### src/source/zport_pkg.sv
////////////////////////////////////////
// port addresses, register indices and bus
// bundles of the Z80 port block, used by scoped name
////////////////////////////////////////
`default_nettype none

package zport_pkg;

	////////////////////////////////////////
	// low address byte of each port
	localparam logic [7:0] PORT_FE = 8'hFE; // keys, tape, border
	localparam logic [7:0] PORT_F6 = 8'hF6;
	localparam logic [7:0] PORT_FD = 8'hFD; // 7FFD paging
	localparam logic [7:0] PORT_XT = 8'hAF; // extension registers
	localparam logic [7:0] PORT_F7 = 8'hF7; // EFF7
	localparam logic [7:0] PORT_DF = 8'hDF; // mouse
	localparam logic [7:0] PORT_BE = 8'hBE; // config readback

	////////////////////////////////////////
	// extension register index, high address byte of #nnAF
	localparam logic [7:0] XT_VCONF    = 8'h00;
	localparam logic [7:0] XT_VPAGE    = 8'h01;
	localparam logic [7:0] XT_XOFFSL   = 8'h02;
	localparam logic [7:0] XT_XOFFSH   = 8'h03;
	localparam logic [7:0] XT_YOFFSL   = 8'h04;
	localparam logic [7:0] XT_YOFFSH   = 8'h05;
	localparam logic [7:0] XT_TSCONF   = 8'h06;
	localparam logic [7:0] XT_PALSEL   = 8'h07;
	localparam logic [7:0] XT_BORDER   = 8'h0F;
	localparam logic [7:0] XT_RAMPAGE  = 8'h10; // #10..#13
	localparam logic [7:0] XT_SYSCONF  = 8'h20;
	localparam logic [7:0] XT_MEMCONF  = 8'h21;
	localparam logic [7:0] XT_HSINT    = 8'h22;
	localparam logic [7:0] XT_VSINTL   = 8'h23;
	localparam logic [7:0] XT_VSINTH   = 8'h24;
	localparam logic [7:0] XT_IM2VECT  = 8'h25;

	// a[11:8] of a #BE read
	localparam logic [3:0] BE_P7FFD = 4'hA;
	localparam logic [3:0] BE_PEFF7 = 4'hB;

	// values after reset
	localparam logic [7:0] RST_HINT     = 8'd2; // pentagon timing
	localparam logic [7:0] RST_IM2VECT  = 8'hFF;
	localparam logic [3:0] RST_PALSEL   = 4'hF;
	localparam logic [7:0] RST_VPAGE    = 8'h05;
	localparam logic [7:0] RST_RAMPAGE0 = 8'h00;
	localparam logic [7:0] RST_RAMPAGE1 = 8'h05;
	localparam logic [7:0] RST_RAMPAGE2 = 8'h02;
	localparam logic [7:0] RST_RAMPAGE3 = 8'h00;

	// decoded I/O cycle
	typedef struct packed {
		logic       wr;      // one zclk per bus write
		logic       rd;      // one zclk per bus read
		logic [7:0] lo_addr;
		logic [7:0] hi_addr;
		logic [7:0] data;
		logic       sel_fe;
		logic       sel_fd;
		logic       sel_xt;
		logic       sel_f7;
	} io_strobe_t;

	typedef struct packed {
		logic [7:0] vconf;
		logic [7:0] vpage;
		logic [8:0] x_offs;
		logic [8:0] y_offs;
		logic [7:0] tsconf;
		logic [3:0] palsel;
	} video_cfg_t;

	typedef struct packed {
		logic [7:0]      sysconf;
		logic [7:0]      memconf;
		logic [7:0]      hint_beg;
		logic [8:0]      vint_beg;
		logic [7:0]      im2vect;
		logic [3:0][7:0] rampage; // window 0 in the low byte
	} sys_cfg_t;

	typedef struct packed {
		logic [7:0] p7ffd;
		logic [7:0] peff7;        // masked under block1m
		logic [5:0] pent1m_page;
		logic       pent1m_rom;
		logic       pent1m_1m_on;
		logic       pent1m_ram0_0;
	} page_state_t;

endpackage

`default_nettype wire

### src/source/zport_bus_sync.sv
////////////////////////////////////////
// samples Z80 I/O cycles on zclk and hands out
// single-cycle strobes with the decoded port selects
////////////////////////////////////////
`timescale 1ns/1ns
`default_nettype none

module zport_bus_sync
(
	input  wire                   zclk,
	input  wire                   rst_n,
	input  wire [15:0]            a,
	input  wire [7:0]             din,
	input  wire                   iorq_n,
	input  wire                   rd_n,
	input  wire                   wr_n,
	output zport_pkg::io_strobe_t io
);

	// async bus levels
	wire iowr = ~(iorq_n | wr_n);
	wire iord = ~(iorq_n | rd_n);

	logic iowr_q; // level seen at last edge
	logic iord_q;
	logic wr_stb;
	logic rd_stb;

	wire [7:0] loa = a[7:0];

	////////////////////////////////////////
	// edge detect, strobe drops after one cycle
	always_ff @(posedge zclk)
	begin
		if (!rst_n)
		begin
			iowr_q <= 1'b0;
			iord_q <= 1'b0;
			wr_stb <= 1'b0;
			rd_stb <= 1'b0;
		end
		else
		begin
			iowr_q <= iowr;
			iord_q <= iord;
			wr_stb <= iowr & ~iowr_q;
			rd_stb <= iord & ~iord_q;
		end
	end

	// selects shared by the register blocks
	assign io = '{
		wr:      wr_stb,
		rd:      rd_stb,
		lo_addr: loa,
		hi_addr: a[15:8],
		data:    din,
		sel_fe:  (loa == zport_pkg::PORT_FE),
		sel_fd:  (loa == zport_pkg::PORT_FD),
		sel_xt:  (loa == zport_pkg::PORT_XT),
		sel_f7:  (loa == zport_pkg::PORT_F7)
	};

endmodule

`default_nettype wire

### src/source/zport_pager.sv
////////////////////////////////////////
// 7FFD and EFF7 paging with the 1 MB lock,
// also owns the video page register
////////////////////////////////////////
`timescale 1ns/1ns
`default_nettype none

module zport_pager
(
	input  wire                        zclk,
	input  wire                        rst_n,
	input  wire zport_pkg::io_strobe_t io,
	input  wire                        dos,
	output zport_pkg::page_state_t     page,
	output logic [7:0]                 vpage
);

	logic [7:0] p7ffd;
	logic [7:0] peff7_int;
	logic       block7ffd; // 7FFD frozen until reset
	logic       rom_sel;
	logic [5:0] page1m;

	wire block1m = peff7_int[2];
	wire [7:0] d = io.data;

	wire p7ffd_wr = io.wr & io.sel_fd & ~io.hi_addr[7] & ~block7ffd;
	wire peff7_wr = io.wr & io.sel_f7 & io.hi_addr[0] & ~io.hi_addr[4] & ~dos; // EFF7, not in shadow
	wire vpage_wr = io.wr & io.sel_xt & (io.hi_addr == zport_pkg::XT_VPAGE);

	////////////////////////////////////////
	// 7FFD and video page
	always_ff @(posedge zclk)
	begin
		if (!rst_n)
		begin
			p7ffd     <= 8'h00;
			block7ffd <= 1'b0;
			rom_sel   <= 1'b0;
			page1m    <= 6'd0;
			vpage     <= zport_pkg::RST_VPAGE;
		end
		else if (p7ffd_wr)
		begin
			p7ffd     <= d;
			block7ffd <= p7ffd[5] & block1m; // old bit 5
			rom_sel   <= d[4];
			page1m    <= {block1m ? 3'b000 : {d[5], d[7:6]}, d[2:0]};
			vpage     <= {6'b000001, d[3], 1'b1}; // screen 5 or 7
		end
		else if (vpage_wr)
			vpage <= d;
	end

	// EFF7
	always_ff @(posedge zclk)
	begin
		if (!rst_n)
			peff7_int <= 8'h00;
		else if (peff7_wr)
			peff7_int <= d; // bit 2 blocks 1 MB
	end

	assign page = '{
		p7ffd:         p7ffd,
		peff7:         block1m ? {peff7_int[7], 1'b0, peff7_int[5:4], 3'b000, peff7_int[0]}
		                       : peff7_int,
		pent1m_page:   page1m,
		pent1m_rom:    rom_sel,
		pent1m_1m_on:  ~block1m,
		pent1m_ram0_0: peff7_int[3]
	};

endmodule

`default_nettype wire

### src/source/zport_readback.sv
////////////////////////////////////////
// read data to the Z80 plus the port hit flags,
// all combinational from the bus
////////////////////////////////////////
`timescale 1ns/1ns
`default_nettype none

module zport_readback
(
	input  wire [15:0]                  a,
	input  wire                         iorq_n,
	input  wire                         rd_n,
	input  wire                         dos,
	input  wire [4:0]                   keys_in,
	input  wire                         tape_read,
	input  wire [7:0]                   mus_in,
	input  wire zport_pkg::page_state_t page,
	output logic [7:0]                  dout,
	output wire                         porthit,
	output wire                         dataout
);

	wire [7:0] loa = a[7:0];
	logic [7:0] be_mux;

	// #BE config readback
	always_comb
	begin
		case (a[11:8])
			zport_pkg::BE_P7FFD: be_mux = page.p7ffd;
			zport_pkg::BE_PEFF7: be_mux = page.peff7;
			default:             be_mux = 8'hFF;
		endcase
	end

	always_comb
	begin
		case (loa)
			zport_pkg::PORT_FE,
			zport_pkg::PORT_F6: dout = {1'b1, tape_read, 1'b0, keys_in};
			zport_pkg::PORT_DF: dout = mus_in;
			zport_pkg::PORT_BE: dout = be_mux;
			default:            dout = 8'hFF; // floating bus
		endcase
	end

	assign porthit = (loa == zport_pkg::PORT_FE) || (loa == zport_pkg::PORT_F6) ||
	                 (loa == zport_pkg::PORT_FD) || (loa == zport_pkg::PORT_XT) ||
	                 (loa == zport_pkg::PORT_DF) || (loa == zport_pkg::PORT_BE) ||
	                 ((loa == zport_pkg::PORT_F7) && !dos); // F7 off in shadow

	assign dataout = porthit & ~iorq_n & ~rd_n;

endmodule

`default_nettype wire

### src/source/zport_xt_cfg.sv
////////////////////////////////////////
// extension registers behind #nnAF and the border,
// loaded from the write strobe of the bus sampler
////////////////////////////////////////
`timescale 1ns/1ns
`default_nettype none

module zport_xt_cfg
(
	input  wire                        zclk,
	input  wire                        rst_n,
	input  wire zport_pkg::io_strobe_t io,
	input  wire [7:0]                  vpage,  // owned by the pager
	output zport_pkg::video_cfg_t      video,
	output zport_pkg::sys_cfg_t        sys,
	output logic [7:0]                 border
);

	logic [7:0]      vconf;
	logic [8:0]      x_offs;
	logic [8:0]      y_offs;
	logic [7:0]      tsconf;
	logic [3:0]      palsel;
	logic [7:0]      sysconf;
	logic [7:0]      memconf;
	logic [7:0]      hint_beg;
	logic [8:0]      vint_beg;
	logic [7:0]      im2vect;
	logic [3:0][7:0] rampage;

	wire [7:0] hoa = io.hi_addr;
	wire       xt_wr = io.wr & io.sel_xt;
	wire       rampage_hit = (hoa[7:2] == zport_pkg::XT_RAMPAGE[7:2]); // #10..#13

	////////////////////////////////////////
	// register file
	always_ff @(posedge zclk)
	begin
		if (!rst_n)
		begin
			vconf    <= 8'h00;
			x_offs   <= 9'd0;
			y_offs   <= 9'd0;
			tsconf   <= 8'h00;
			palsel   <= zport_pkg::RST_PALSEL;
			sysconf  <= 8'h00;
			memconf  <= 8'h00;
			hint_beg <= zport_pkg::RST_HINT;
			vint_beg <= 9'd0;
			im2vect  <= zport_pkg::RST_IM2VECT;
			rampage  <= {zport_pkg::RST_RAMPAGE3, zport_pkg::RST_RAMPAGE2,
			             zport_pkg::RST_RAMPAGE1, zport_pkg::RST_RAMPAGE0};
		end
		else if (xt_wr)
		begin
			case (hoa)
				zport_pkg::XT_VCONF:   vconf          <= io.data;
				zport_pkg::XT_XOFFSL:  x_offs[7:0]    <= io.data;
				zport_pkg::XT_XOFFSH:  x_offs[8]      <= io.data[0];
				zport_pkg::XT_YOFFSL:  y_offs[7:0]    <= io.data;
				zport_pkg::XT_YOFFSH:  y_offs[8]      <= io.data[0];
				zport_pkg::XT_TSCONF:  tsconf         <= io.data;
				zport_pkg::XT_PALSEL:  palsel         <= io.data[3:0];
				zport_pkg::XT_SYSCONF: sysconf        <= io.data;
				zport_pkg::XT_MEMCONF: memconf        <= io.data;
				zport_pkg::XT_HSINT:   hint_beg       <= io.data;
				zport_pkg::XT_VSINTL:  vint_beg[7:0]  <= io.data;
				zport_pkg::XT_VSINTH:  vint_beg[8]    <= io.data[0];
				zport_pkg::XT_IM2VECT: im2vect        <= io.data;
				default: ;
			endcase
			if (rampage_hit)
				rampage[hoa[1:0]] <= io.data; // window from a[9:8]
		end
	end

	// border, #FE gives only the colour bits
	always_ff @(posedge zclk)
	begin
		if (!rst_n)
			border <= 8'h00;
		else if (io.wr & io.sel_fe)
			border <= {5'b11110, io.data[2:0]};
		else if (xt_wr && hoa == zport_pkg::XT_BORDER)
			border <= io.data;
	end

	assign video = '{
		vconf:  vconf,
		vpage:  vpage,
		x_offs: x_offs,
		y_offs: y_offs,
		tsconf: tsconf,
		palsel: palsel
	};

	assign sys = '{
		sysconf:  sysconf,
		memconf:  memconf,
		hint_beg: hint_beg,
		vint_beg: vint_beg,
		im2vect:  im2vect,
		rampage:  rampage
	};

endmodule

`default_nettype wire

### src/source/zports_top.sv
////////////////////////////////////////
// Z80 port block top, bus sampler feeding the
// register blocks and the readback path
////////////////////////////////////////
`timescale 1ns/1ns
`default_nettype none

module zports_top
(
	input  wire                         zclk,
	input  wire                         rst_n,
	input  wire [15:0]                  a,
	input  wire [7:0]                   din,
	input  wire                         iorq_n,
	input  wire                         rd_n,
	input  wire                         wr_n,
	input  wire                         dos,
	input  wire [4:0]                   keys_in,
	input  wire                         tape_read,
	input  wire [7:0]                   mus_in,
	output wire zport_pkg::video_cfg_t  video,
	output wire zport_pkg::sys_cfg_t    sys,
	output wire [7:0]                   border,
	output wire zport_pkg::page_state_t page,
	output wire [7:0]                   dout,
	output wire                         porthit,
	output wire                         dataout
);

	wire zport_pkg::io_strobe_t io;
	wire [7:0]                  vpage;

	zport_bus_sync u_bus_sync (.zclk(zclk), .rst_n(rst_n), .a(a), .din(din),
		.iorq_n(iorq_n), .rd_n(rd_n), .wr_n(wr_n), .io(io));

	zport_xt_cfg u_xt_cfg (.zclk(zclk), .rst_n(rst_n), .io(io), .vpage(vpage),
		.video(video), .sys(sys), .border(border));

	zport_pager u_pager (.zclk(zclk), .rst_n(rst_n), .io(io), .dos(dos),
		.page(page), .vpage(vpage));

	zport_readback u_readback (.a(a), .iorq_n(iorq_n), .rd_n(rd_n), .dos(dos),
		.keys_in(keys_in), .tape_read(tape_read), .mus_in(mus_in), .page(page),
		.dout(dout), .porthit(porthit), .dataout(dataout));

endmodule

`default_nettype wire

### config.mk
export PLATFORM = sky130hd
export DESIGN_NAME = zports_top
export DESIGN_NICKNAME = d
export VERILOG_FILES = /design/src/source/zport_pkg.sv /design/src/source/zport_bus_sync.sv /design/src/source/zport_pager.sv /design/src/source/zport_readback.sv /design/src/source/zport_xt_cfg.sv /design/src/source/zports_top.sv
export SDC_FILE = /design/constraint.sdc
export NUM_CORES = 1
export LEC_CHECK = 0
export BUFFER_PORTS_ARGS = -buffer_cell sky130_fd_sc_hd__buf_2
export CAP_MARGIN = 40
export CORE_UTILIZATION = 51
export CTS_CLUSTER_SIZE = 20
export DETAILED_ROUTE_END_ITERATION = 12
export PLACE_DENSITY = 0.79
export SETUP_SLACK_MARGIN = 0.2
export SLEW_MARGIN = 20
export SYNTH_ARGS = -nofsm -noshare
export SYNTH_HDL_FRONTEND = slang
export SYNTH_SLANG_ARGS = --single-unit
### constraint.sdc
create_clock -name zclk -period 2.3 [get_ports zclk]
set_input_delay 0.23 -clock zclk [delete_from_list [all_inputs] [get_ports zclk]]
set_output_delay 0.23 -clock zclk [all_outputs]
set_load 0.02 [all_outputs]
==> results of run 1 <==
power groups by stage:
stage | logic (mW) | clock network, mW | registers (mW)
final | 0.263 | 2.88 | 2.58
after floorplan | 0.135 | 0 | 2.64
after detailed placement | 0.257 | 0 | 2.64
after global routing | 0.279 | 3.04 | 2.58
after CTS | 0.260 | 2.91 | 2.58
after global placement | 0.256 | 0 | 2.64
through the flow:
| step | instance area [um^2] | util | instances |
|---|---|---|---|
| 6_report | 8083 | 0.6701 | 1054 |
| 4_1_cts | 8070 | 0.6691 | 1053 |
| 2_1_floorplan | 6317 | - | 690 |
| 5_1_grt | 8083 | 0.6701 | 1054 |
| 3_5_place_dp | 7442 | 0.6170 | 1020 |
| 3_3_place_gp | 7442 | 0.6170 | 1020 |
worst min path at each step:
| stage | end | startpoint | slack, ps |
|---|---|---|---|
| global route | u_pager.vpage[0] | rst_n | 140 |
| detailed placement | u_bus_sync.wr_stb | u_bus_sync.iowr_q | 390 |
| finish | u_xt_cfg.sys[10] | rst_n | 150 |
| CTS | u_bus_sync.iowr_q | iorq_n | 3 |
| global placement | u_bus_sync.wr_stb | u_bus_sync.iowr_q | 380 |
| floorplan | u_bus_sync.iowr_q | iorq_n | 300 |
placed cells by master (no fill, tap or decap), types with 3 or more instances in the layout:
master,n
a211o_1,4
mux2_2,3
nand2_1,101
buf_4,21
nand4_1,17
o21ai_1,40
and3_1,5
o21ai_0,6
a311o_1,3
inv_1,3
nor2b_1,9
a21oi_1,39
o211ai_1,4
mux2i_1,92
nor3b_1,4
nor3_1,3
clkbuf_16,17
clkinv_2,4
a22oi_1,4
clkbuf_8,3
nor2_1,30
bufinv_16,3
nand3_1,54
buf_2,204
or3b_1,3
o31a_1,8
dfxtp_1,148
worst max-delay path, cell delays in order (launching register included):
cell and delay (ps):
dfxtp_1 320, mux2_2 280, o21ai_0 180, a21oi_1 90
a311o_1 280, buf_2 160
what timing repair did:
action,in CTS,in global routing
hold buffers,1,1
endpoints found under the setup margin,0,2
resized for setup,0,2
endpoints found under the hold margin,2,1
area by class of cell:
cell class,count,area (um^2),area share
Inverter,5,18.77,0.002322
Timing Repair Buffer,229,1239,0.1533
Tap cell,168,210.2,0.02601
Clock inverter,12,151.4,0.01873
Multi-Input combinational cell,471,3013,0.3728
Clock buffer,20,466.7,0.05774
Sequential cell,149,2984,0.3692
cells by family (layout without fill, tap and decap cells):
kind of cell | count (synthesis) | in the layout | synth area share
flip-flops | 149 | 149 | 0.4726
buffers and inverters | 70 | 266 | 0.05194
multiplexers | 95 | 95 | 0.1513
AND/OR/NAND/NOR | 256 | 256 | 0.2078
AO/OA/AOI/OAI | 119 | 119 | 0.1158
other | 1 | 1 | 0.0005942
per-layer routing:
layer | share of wire | vias to the layer above | global-route usage
met3 | 0.086 | 25 | 0.09641
met4 | 0.018 | 0 | 0.1114
li1 | - | 2815 | -
met1 | 0.42 | 2856 | 0.3478
met2 | 0.48 | 251 | 0.4900
met5 | 0 | - | 0
state kept, by name (all words and copies together) (netlist names), 8 cells and up:
name and cells:
u_xt_cfg.x_offs 9, u_xt_cfg.sysconf 8, u_xt_cfg.y_offs 9, u_xt_cfg.memconf 8, u_xt_cfg.border 8, u_pager.vpage 8, u_xt_cfg.vint_beg 9, u_xt_cfg.hint_beg 8
u_xt_cfg.vconf 8, u_xt_cfg.tsconf 8, u_xt_cfg.sys 32, u_xt_cfg.im2vect 8, u_pager.peff7_int 8
==> key figures, run 1 <==
Timing
  • Final setup skew: ~5.9 ps
  • Final Setup Violations: 0
  • Headroom to the max-slew limit: 0.6037
  • Worst hold slack: between 100 and 150 ps
  • Setup TNS: 0 ps
  • Final period utilization: 0.8532
  • Worst-Margin Slew: 593.1 ps
  • FMAX: just over 500 MHz
  • Setup WS post-layout: roughly 340 ps
  • Final hold vios: 0
  • RSZ-0062 raised after global routing: no
  • Slew Viols, Final: 0
  • Min cycle time layout: 1962 ps

Worst setup path
  • CP Capture Type: output pin
  • Crit path max fanout: 4
  • R2r worst-path depth: 5
  • WP data required: 2070 ps
  • Worst Setup EP: dout[0]
  • Worst Path Arrival: about 1700 ps
  • Reg-to-reg slack, setup: ~390 ps
  • RR Startpoint: u_bus_sync.wr_stb
  • CP startpoint kind: register
  • Crit Path Category: reg -> out
  • Reg2Reg Capture Point: u_xt_cfg.sys[0]
  • Crit. Startpoint: u_pager.page1m[0]

Cells and area
  • Fillers: between 1000 and 1500
  • Layout cell share with drive strength beyond 1: 0.3126
  • Antenna Diode Count: 0
  • Layout area overhead: 28.07%
  • Nets@finish: between 900 and 1000

Detailed routing
  • DR vias/cell: about 5.6
  • Antenna-violating nets left: 0
  • DR iter-0 viols: 480
  • WL/cell: ~18 um
  • DR vias: 5947
  • Drt drc: 1
  • First-pass DRT Iterations: 9
  • Total routed wirelength: about 19000 um

Power and ir drop
  • Clock Power Share: 0.503
  • Sequential share of power: 0.451
  • Peak VDD IR: between 400 and 500 uV
  • Tot Pwr: approximately 5.7 mW
  • Power density over cell area: a little over 700 nW/um^2
  • Pint: 4.445 mW
  • Static Leakage: around 3.9 nW
  • Power share of the combinational group: 0.046
  • Switch Pwr: around 1.3 mW
  • Switching Fraction: 0.2244

Logic synthesis
  • Yosys warning total: 0
  • Count of cell types in the netlist: 59
  • Synth area leaders: dfxtp_1 47%, mux2i_1 15%, nand2_1 6.0%
  • Commonest cells in the netlist: 149 x dfxtp_1, 101 x nand2_1, 92 x mux2i_1, 54 x nand3_1, 44 x clkbuf_1
  • Number of synthesized flops with an enable pin: 0
  • Synth Area per Inst: about 9.1 um^2
  • Post-synth ARST share: 0
  • Most used DFF post-synth: dfxtp_1
  • Count leader, synth: dfxtp_1
  • #FFs+latches synth: between 100 and 150
  • Register area share after synthesis: 0.4726
  • Cell accounting for the most synthesized area: dfxtp_1
  • Syn Nets: 734
  • Mapped Area: 6311 um^2
  • Synth top area share: 0.4726
  • Synth Instances: 690

Place
  • Detailed-placement wirelength estimate: between 10000 and 15000 um
  • # port buffers: 204
  • Final GP Congestion: approximately 0.84
  • Dpl ws: slightly above 100 ps

Run
  • Max-cap violation count: 0

Min path
  • HP Class: in -> reg
  • Worst hold path stage count: 2

Global route
  • Grt ovf: 0
  • Initial antenna violation count: 0
  • Largest net degree at the start of global routing: 62
  • Number of global-route vias before repair: 5529
  • Total track usage: 0.2925
  • First-pass GRT wire length: 28870 um

Clock tree
  • Clock latency on the worst-skew pair: roughly 430 ps
  • Clock transition at path regs: approximately 60 ps
  • Postcts setup bufs: 0
  • Bufs on Longest Clock Path: 2
  • Num CTS Buffers: 17
  • Htree depth: 4
  • Root Driver: clkbuf_16
  • CTS tree: built
  • Sinks on Clock Net: approximately 150

Floorplanning
  • Initial core utilization: 0.5232
  • Die H: about 110 um
  • Core Box Area: 12060 um^2
  • Horiz. Die Dim: about 110 um
  • Top-level I/O count: about 210
  • Std cell rows: 40
  • Die area: about 13000 um^2

Outcome
  • Status: finished, violations left
  • Failing checks: design-rule violations
No activity file was read; power rests on OpenSTA's default activity.
==> run 2, diff against run 1 <==
Settings changed: ABC_AREA set to 1.
==> run 2 against run 1 <==
Net effect:
- clock power is 15% lower
- critical path depth is 1 higher
- combinational power is 7% lower
- the flow now finishes without violations
- die area is 0.70% higher
- sequential cell count stayed put
- non-clock buffer count is 15 lower
- critical path type is now reg -> reg
- worst setup slack better by 140 ps
==> key figures, run 2 <==
Logic synthesis
  • Commonest cells in the netlist: 250 x nand2_1, 149 x dfxtp_1, 102 x nor2_1, 93 x inv_1, 75 x a21oi_1
  • Yosys warning total: 0 (unchanged)
  • Cell accounting for the most synthesized area: dfxtp_1
  • Synth Area per Inst: 6.992 um^2 (-24%)
  • Synth top area share: 0.4693 (-0.003349)
  • Post-synth ARST share: 0 (unchanged)
  • Register area share after synthesis: 0.4693 (-0.003349)
  • Mapped Area: 6356 um^2 (+0.71%)
  • Most used DFF post-synth: dfxtp_1
  • Number of synthesized flops with an enable pin: 0 (unchanged)
  • Count of cell types in the netlist: 31 (-47%)
  • Count leader, synth: nand2_1
  • Synth Instances: 909 (+32%)
  • Synth area leaders: dfxtp_1 47%, nand2_1 15%, nor2_1 6.0%
  • Syn Nets: 953 (+30%)
  • #FFs+latches synth: 149 (unchanged)

Clock tree
  • Resize count post-CTS: 0 (unchanged)
  • Clock latency on the worst-skew pair: 410 ps (-20 ps)
  • Hold-fix buffers at CTS: 1 (unchanged)
  • Sinks on Clock Net: 149 (unchanged)
  • Htree depth: 4 (unchanged)
  • Root Driver: clkbuf_16
  • Clock transition at path regs: 60 ps (about the same)
  • Postcts setup bufs: 0 (unchanged)
  • Bufs on Longest Clock Path: 2 (unchanged)
  • Num CTS Buffers: 17 (unchanged)
  • CTS tree: built

Global route
  • Number of global-route vias before repair: 5546 (+0.31%)
  • First-pass GRT wire length: 28170 um (-2.4%)
  • Total track usage: 0.2819 (-0.01061)
  • Grt ovf: 0 (unchanged)
  • Largest net degree at the start of global routing: 38 (-39%)
  • Initial antenna violation count: 0 (unchanged)

Detailed routing
  • DR vias/cell: 5.022 (-11%)
  • WL/cell: 14.21 um (-20%)
  • First-pass DRT Iterations: 5 (-4)
  • Drt drc: 0 (-1)
  • DR vias: 6373 (+7.2%)
  • DR iter-0 viols: 396 (-18%)
  • Total routed wirelength: 18030 um (-3.7%)
  • Antenna-violating nets left: 0 (unchanged)

Worst setup path
  • Top delay family on crit path: simple AND/OR/NAND/NOR gates
  • Reg2Reg Capture Point: u_xt_cfg.y_offs[1]
  • Reg-to-reg slack, setup: 470 ps (+80 ps)
  • Crit Path Category: reg -> reg
  • Cell Chain, Critical Path: nand3_4, buf_4, nor2_2, inv_1, nand2_1, a21oi_1
  • Worst path slowest cell: dfxtp_1
  • R2r worst-path depth: 6 (+1)
  • Peak per-stage delay on the critical path: 500 ps (+180 ps)
  • Buf/Inv on CP: 2 (+1)
  • RR Startpoint: u_bus_sync.wr_stb
  • CP Capture Type: register
  • CP startpoint kind: register
  • Worst Path Arrival: 2100 ps (+370 ps)
  • Crit path max fanout: 23 (+19)
  • WP data required: 2570 ps (+500 ps)

Floorplanning
  • Core Box Area: 12060 um^2 (unchanged)
  • Initial core utilization: 0.5270 (+0.003734)
  • Die area: 12910 um^2 (+0.70%)
  • Std cell rows: 40 (unchanged)
  • Top-level I/O count: 206 (unchanged)
  • Horiz. Die Dim: 113.6 um (+0.35%)
  • Die H: 113.6 um (+0.35%)

Cells and area
  • Antenna Diode Count: 0 (unchanged)
  • Layout cell share with drive strength beyond 1: 0.2489 (-0.06378)
  • Fillers: 1136 (+12%)
  • Nets@finish: 1136 (+24%)
  • Most common cell after layout, fill and taps aside: nand2_1
  • Layout area overhead: 24.84%
  • Final Instance Area: 7935 um^2 (-1.8%)
  • Max reg flops: 32 (unchanged)
  • Most frequent cells in the layout: 250 x nand2_1, 204 x buf_2, 149 x dfxtp_1, 102 x nor2_1, 93 x inv_1

Power and ir drop
  • Peak VDD IR: 429.2 uV (-8.8%)
  • Power density over cell area: 667.0 nW/um^2 (-5.9%)
  • Switch Pwr: 1.166 mW (-9.3%)
  • Power share of the combinational group: 0.046 (about the same)
  • Pint: 4.127 mW (-7.2%)
  • Clock Power Share: 0.466 (-0.037)
  • Sequential share of power: 0.488 (+0.037)
  • Static Leakage: 3.764 nW (-2.6%)
  • Tot Pwr: 5.293 mW (-7.6%)
  • Switching Fraction: 0.2203 (-0.004038)

Run
  • Max-cap violation count: 0 (unchanged)

Timing
  • FMAX: 547.4 MHz (+7.4%)
  • Setup TNS: 0 ps (unchanged)
  • Headroom to the max-slew limit: 0.6097 (+0.006033)
  • RSZ-0062 raised after global routing: no
  • Final hold vios: 0 (unchanged)
  • Worst-Margin Slew: 584.8 ps (-8.242 ps)
  • Final setup skew: 6.838 ps (+0.9554 ps)
  • Final period utilization: 0.7943 (-0.05892)
  • Final Setup Violations: 0 (unchanged)
  • Slew Viols, Final: 0 (unchanged)
  • Min cycle time layout: 1827 ps (-135.5 ps)

Place
  • Area after DPL: 7413 um^2 (-0.39%)
  • # port buffers: 204 (unchanged)
  • Detailed-placement wirelength estimate: 12430 um (-4.1%)
  • Final GP Congestion: 0.8764 (+4.4%)

Outcome
  • Status: completed

Min path
  • HP Class: in -> reg
  • Hold EP: u_bus_sync.wr_stb
  • Worst hold path stage count: 2 (unchanged)
  • Hold Crit Start: iorq_n
## run 2: final cells by class
type                            instances  area [um^2]  share of cell area
Clock buffer                           22        454.2             0.05724
Clock inverter                          6        57.56            0.007253
Inverter                              104        390.4             0.04920
Multi-Input combinational cell        606         2729              0.3439
Sequential cell                       149         2983              0.3759
Tap cell                              168        210.2             0.02649
Timing Repair Buffer                  214         1111              0.1400
## run 2: worst max-delay path by stage
stage / cells after the start / to / startpoint
finish: 6 / u_xt_cfg.y_offs[1] / u_bus_sync.wr_stb
detailed placement: 9 / u_pager.vpage[3] / a[8]
CTS: 6 / u_xt_cfg.y_offs[1] / u_bus_sync.wr_stb
global route: 6 / u_xt_cfg.y_offs[5] / u_bus_sync.wr_stb
global placement: 9 / u_pager.vpage[5] / a[8]
floorplan: 6 / dout[5] / a[1]
## run 2: metal layers
| metal | track usage | wire length [um] |
|---|---|---|
| met5 | 0 | 0 |
| met1 | 0.3693 | 7758 |
| met4 | 0.08860 | 198 |
| met2 | 0.4614 | 8607 |
| met3 | 0.06482 | 1469 |
## run 2: power groups by stage
| stage | Sequential (mW) | Combinational (mW) | Clock (mW) |
|---|---|---|---|
| floorplan | 2.64 | 0.133 | 0 |
| global placement | 2.64 | 0.238 | 0 |
| detailed placement | 2.64 | 0.240 | 0 |
| finish | 2.59 | 0.244 | 2.46 |
| CTS | 2.59 | 0.243 | 2.49 |
| global route | 2.58 | 0.266 | 2.61 |
## run 2: logic make-up (layout without fill, tap and decap cells)
kind of cell | after synthesis | in the layout | share of synthesized area
AOI/OAI and AO/OA | 143 | 143 | 0.1150
buffers and inverters | 154 | 346 | 0.1014
DFF | 149 | 149 | 0.4693
other | 1 | 1 | 0.0005900
and+or+nand+nor | 462 | 462 | 0.3138
## run 2: per-stage QoR
step	setup slack [ps]	instances	utilization	hold slack, ps
after floorplan	631.8	909	-	305.7
after global placement	353.6	1240	0.6146	372.9
after detailed placement	269.9	1240	0.6146	376.5
after CTS	483.7	1269	0.6579	0.2471
after global routing	331.6	1269	0.6579	6.202
final	473.2	1269	0.6579	8.983
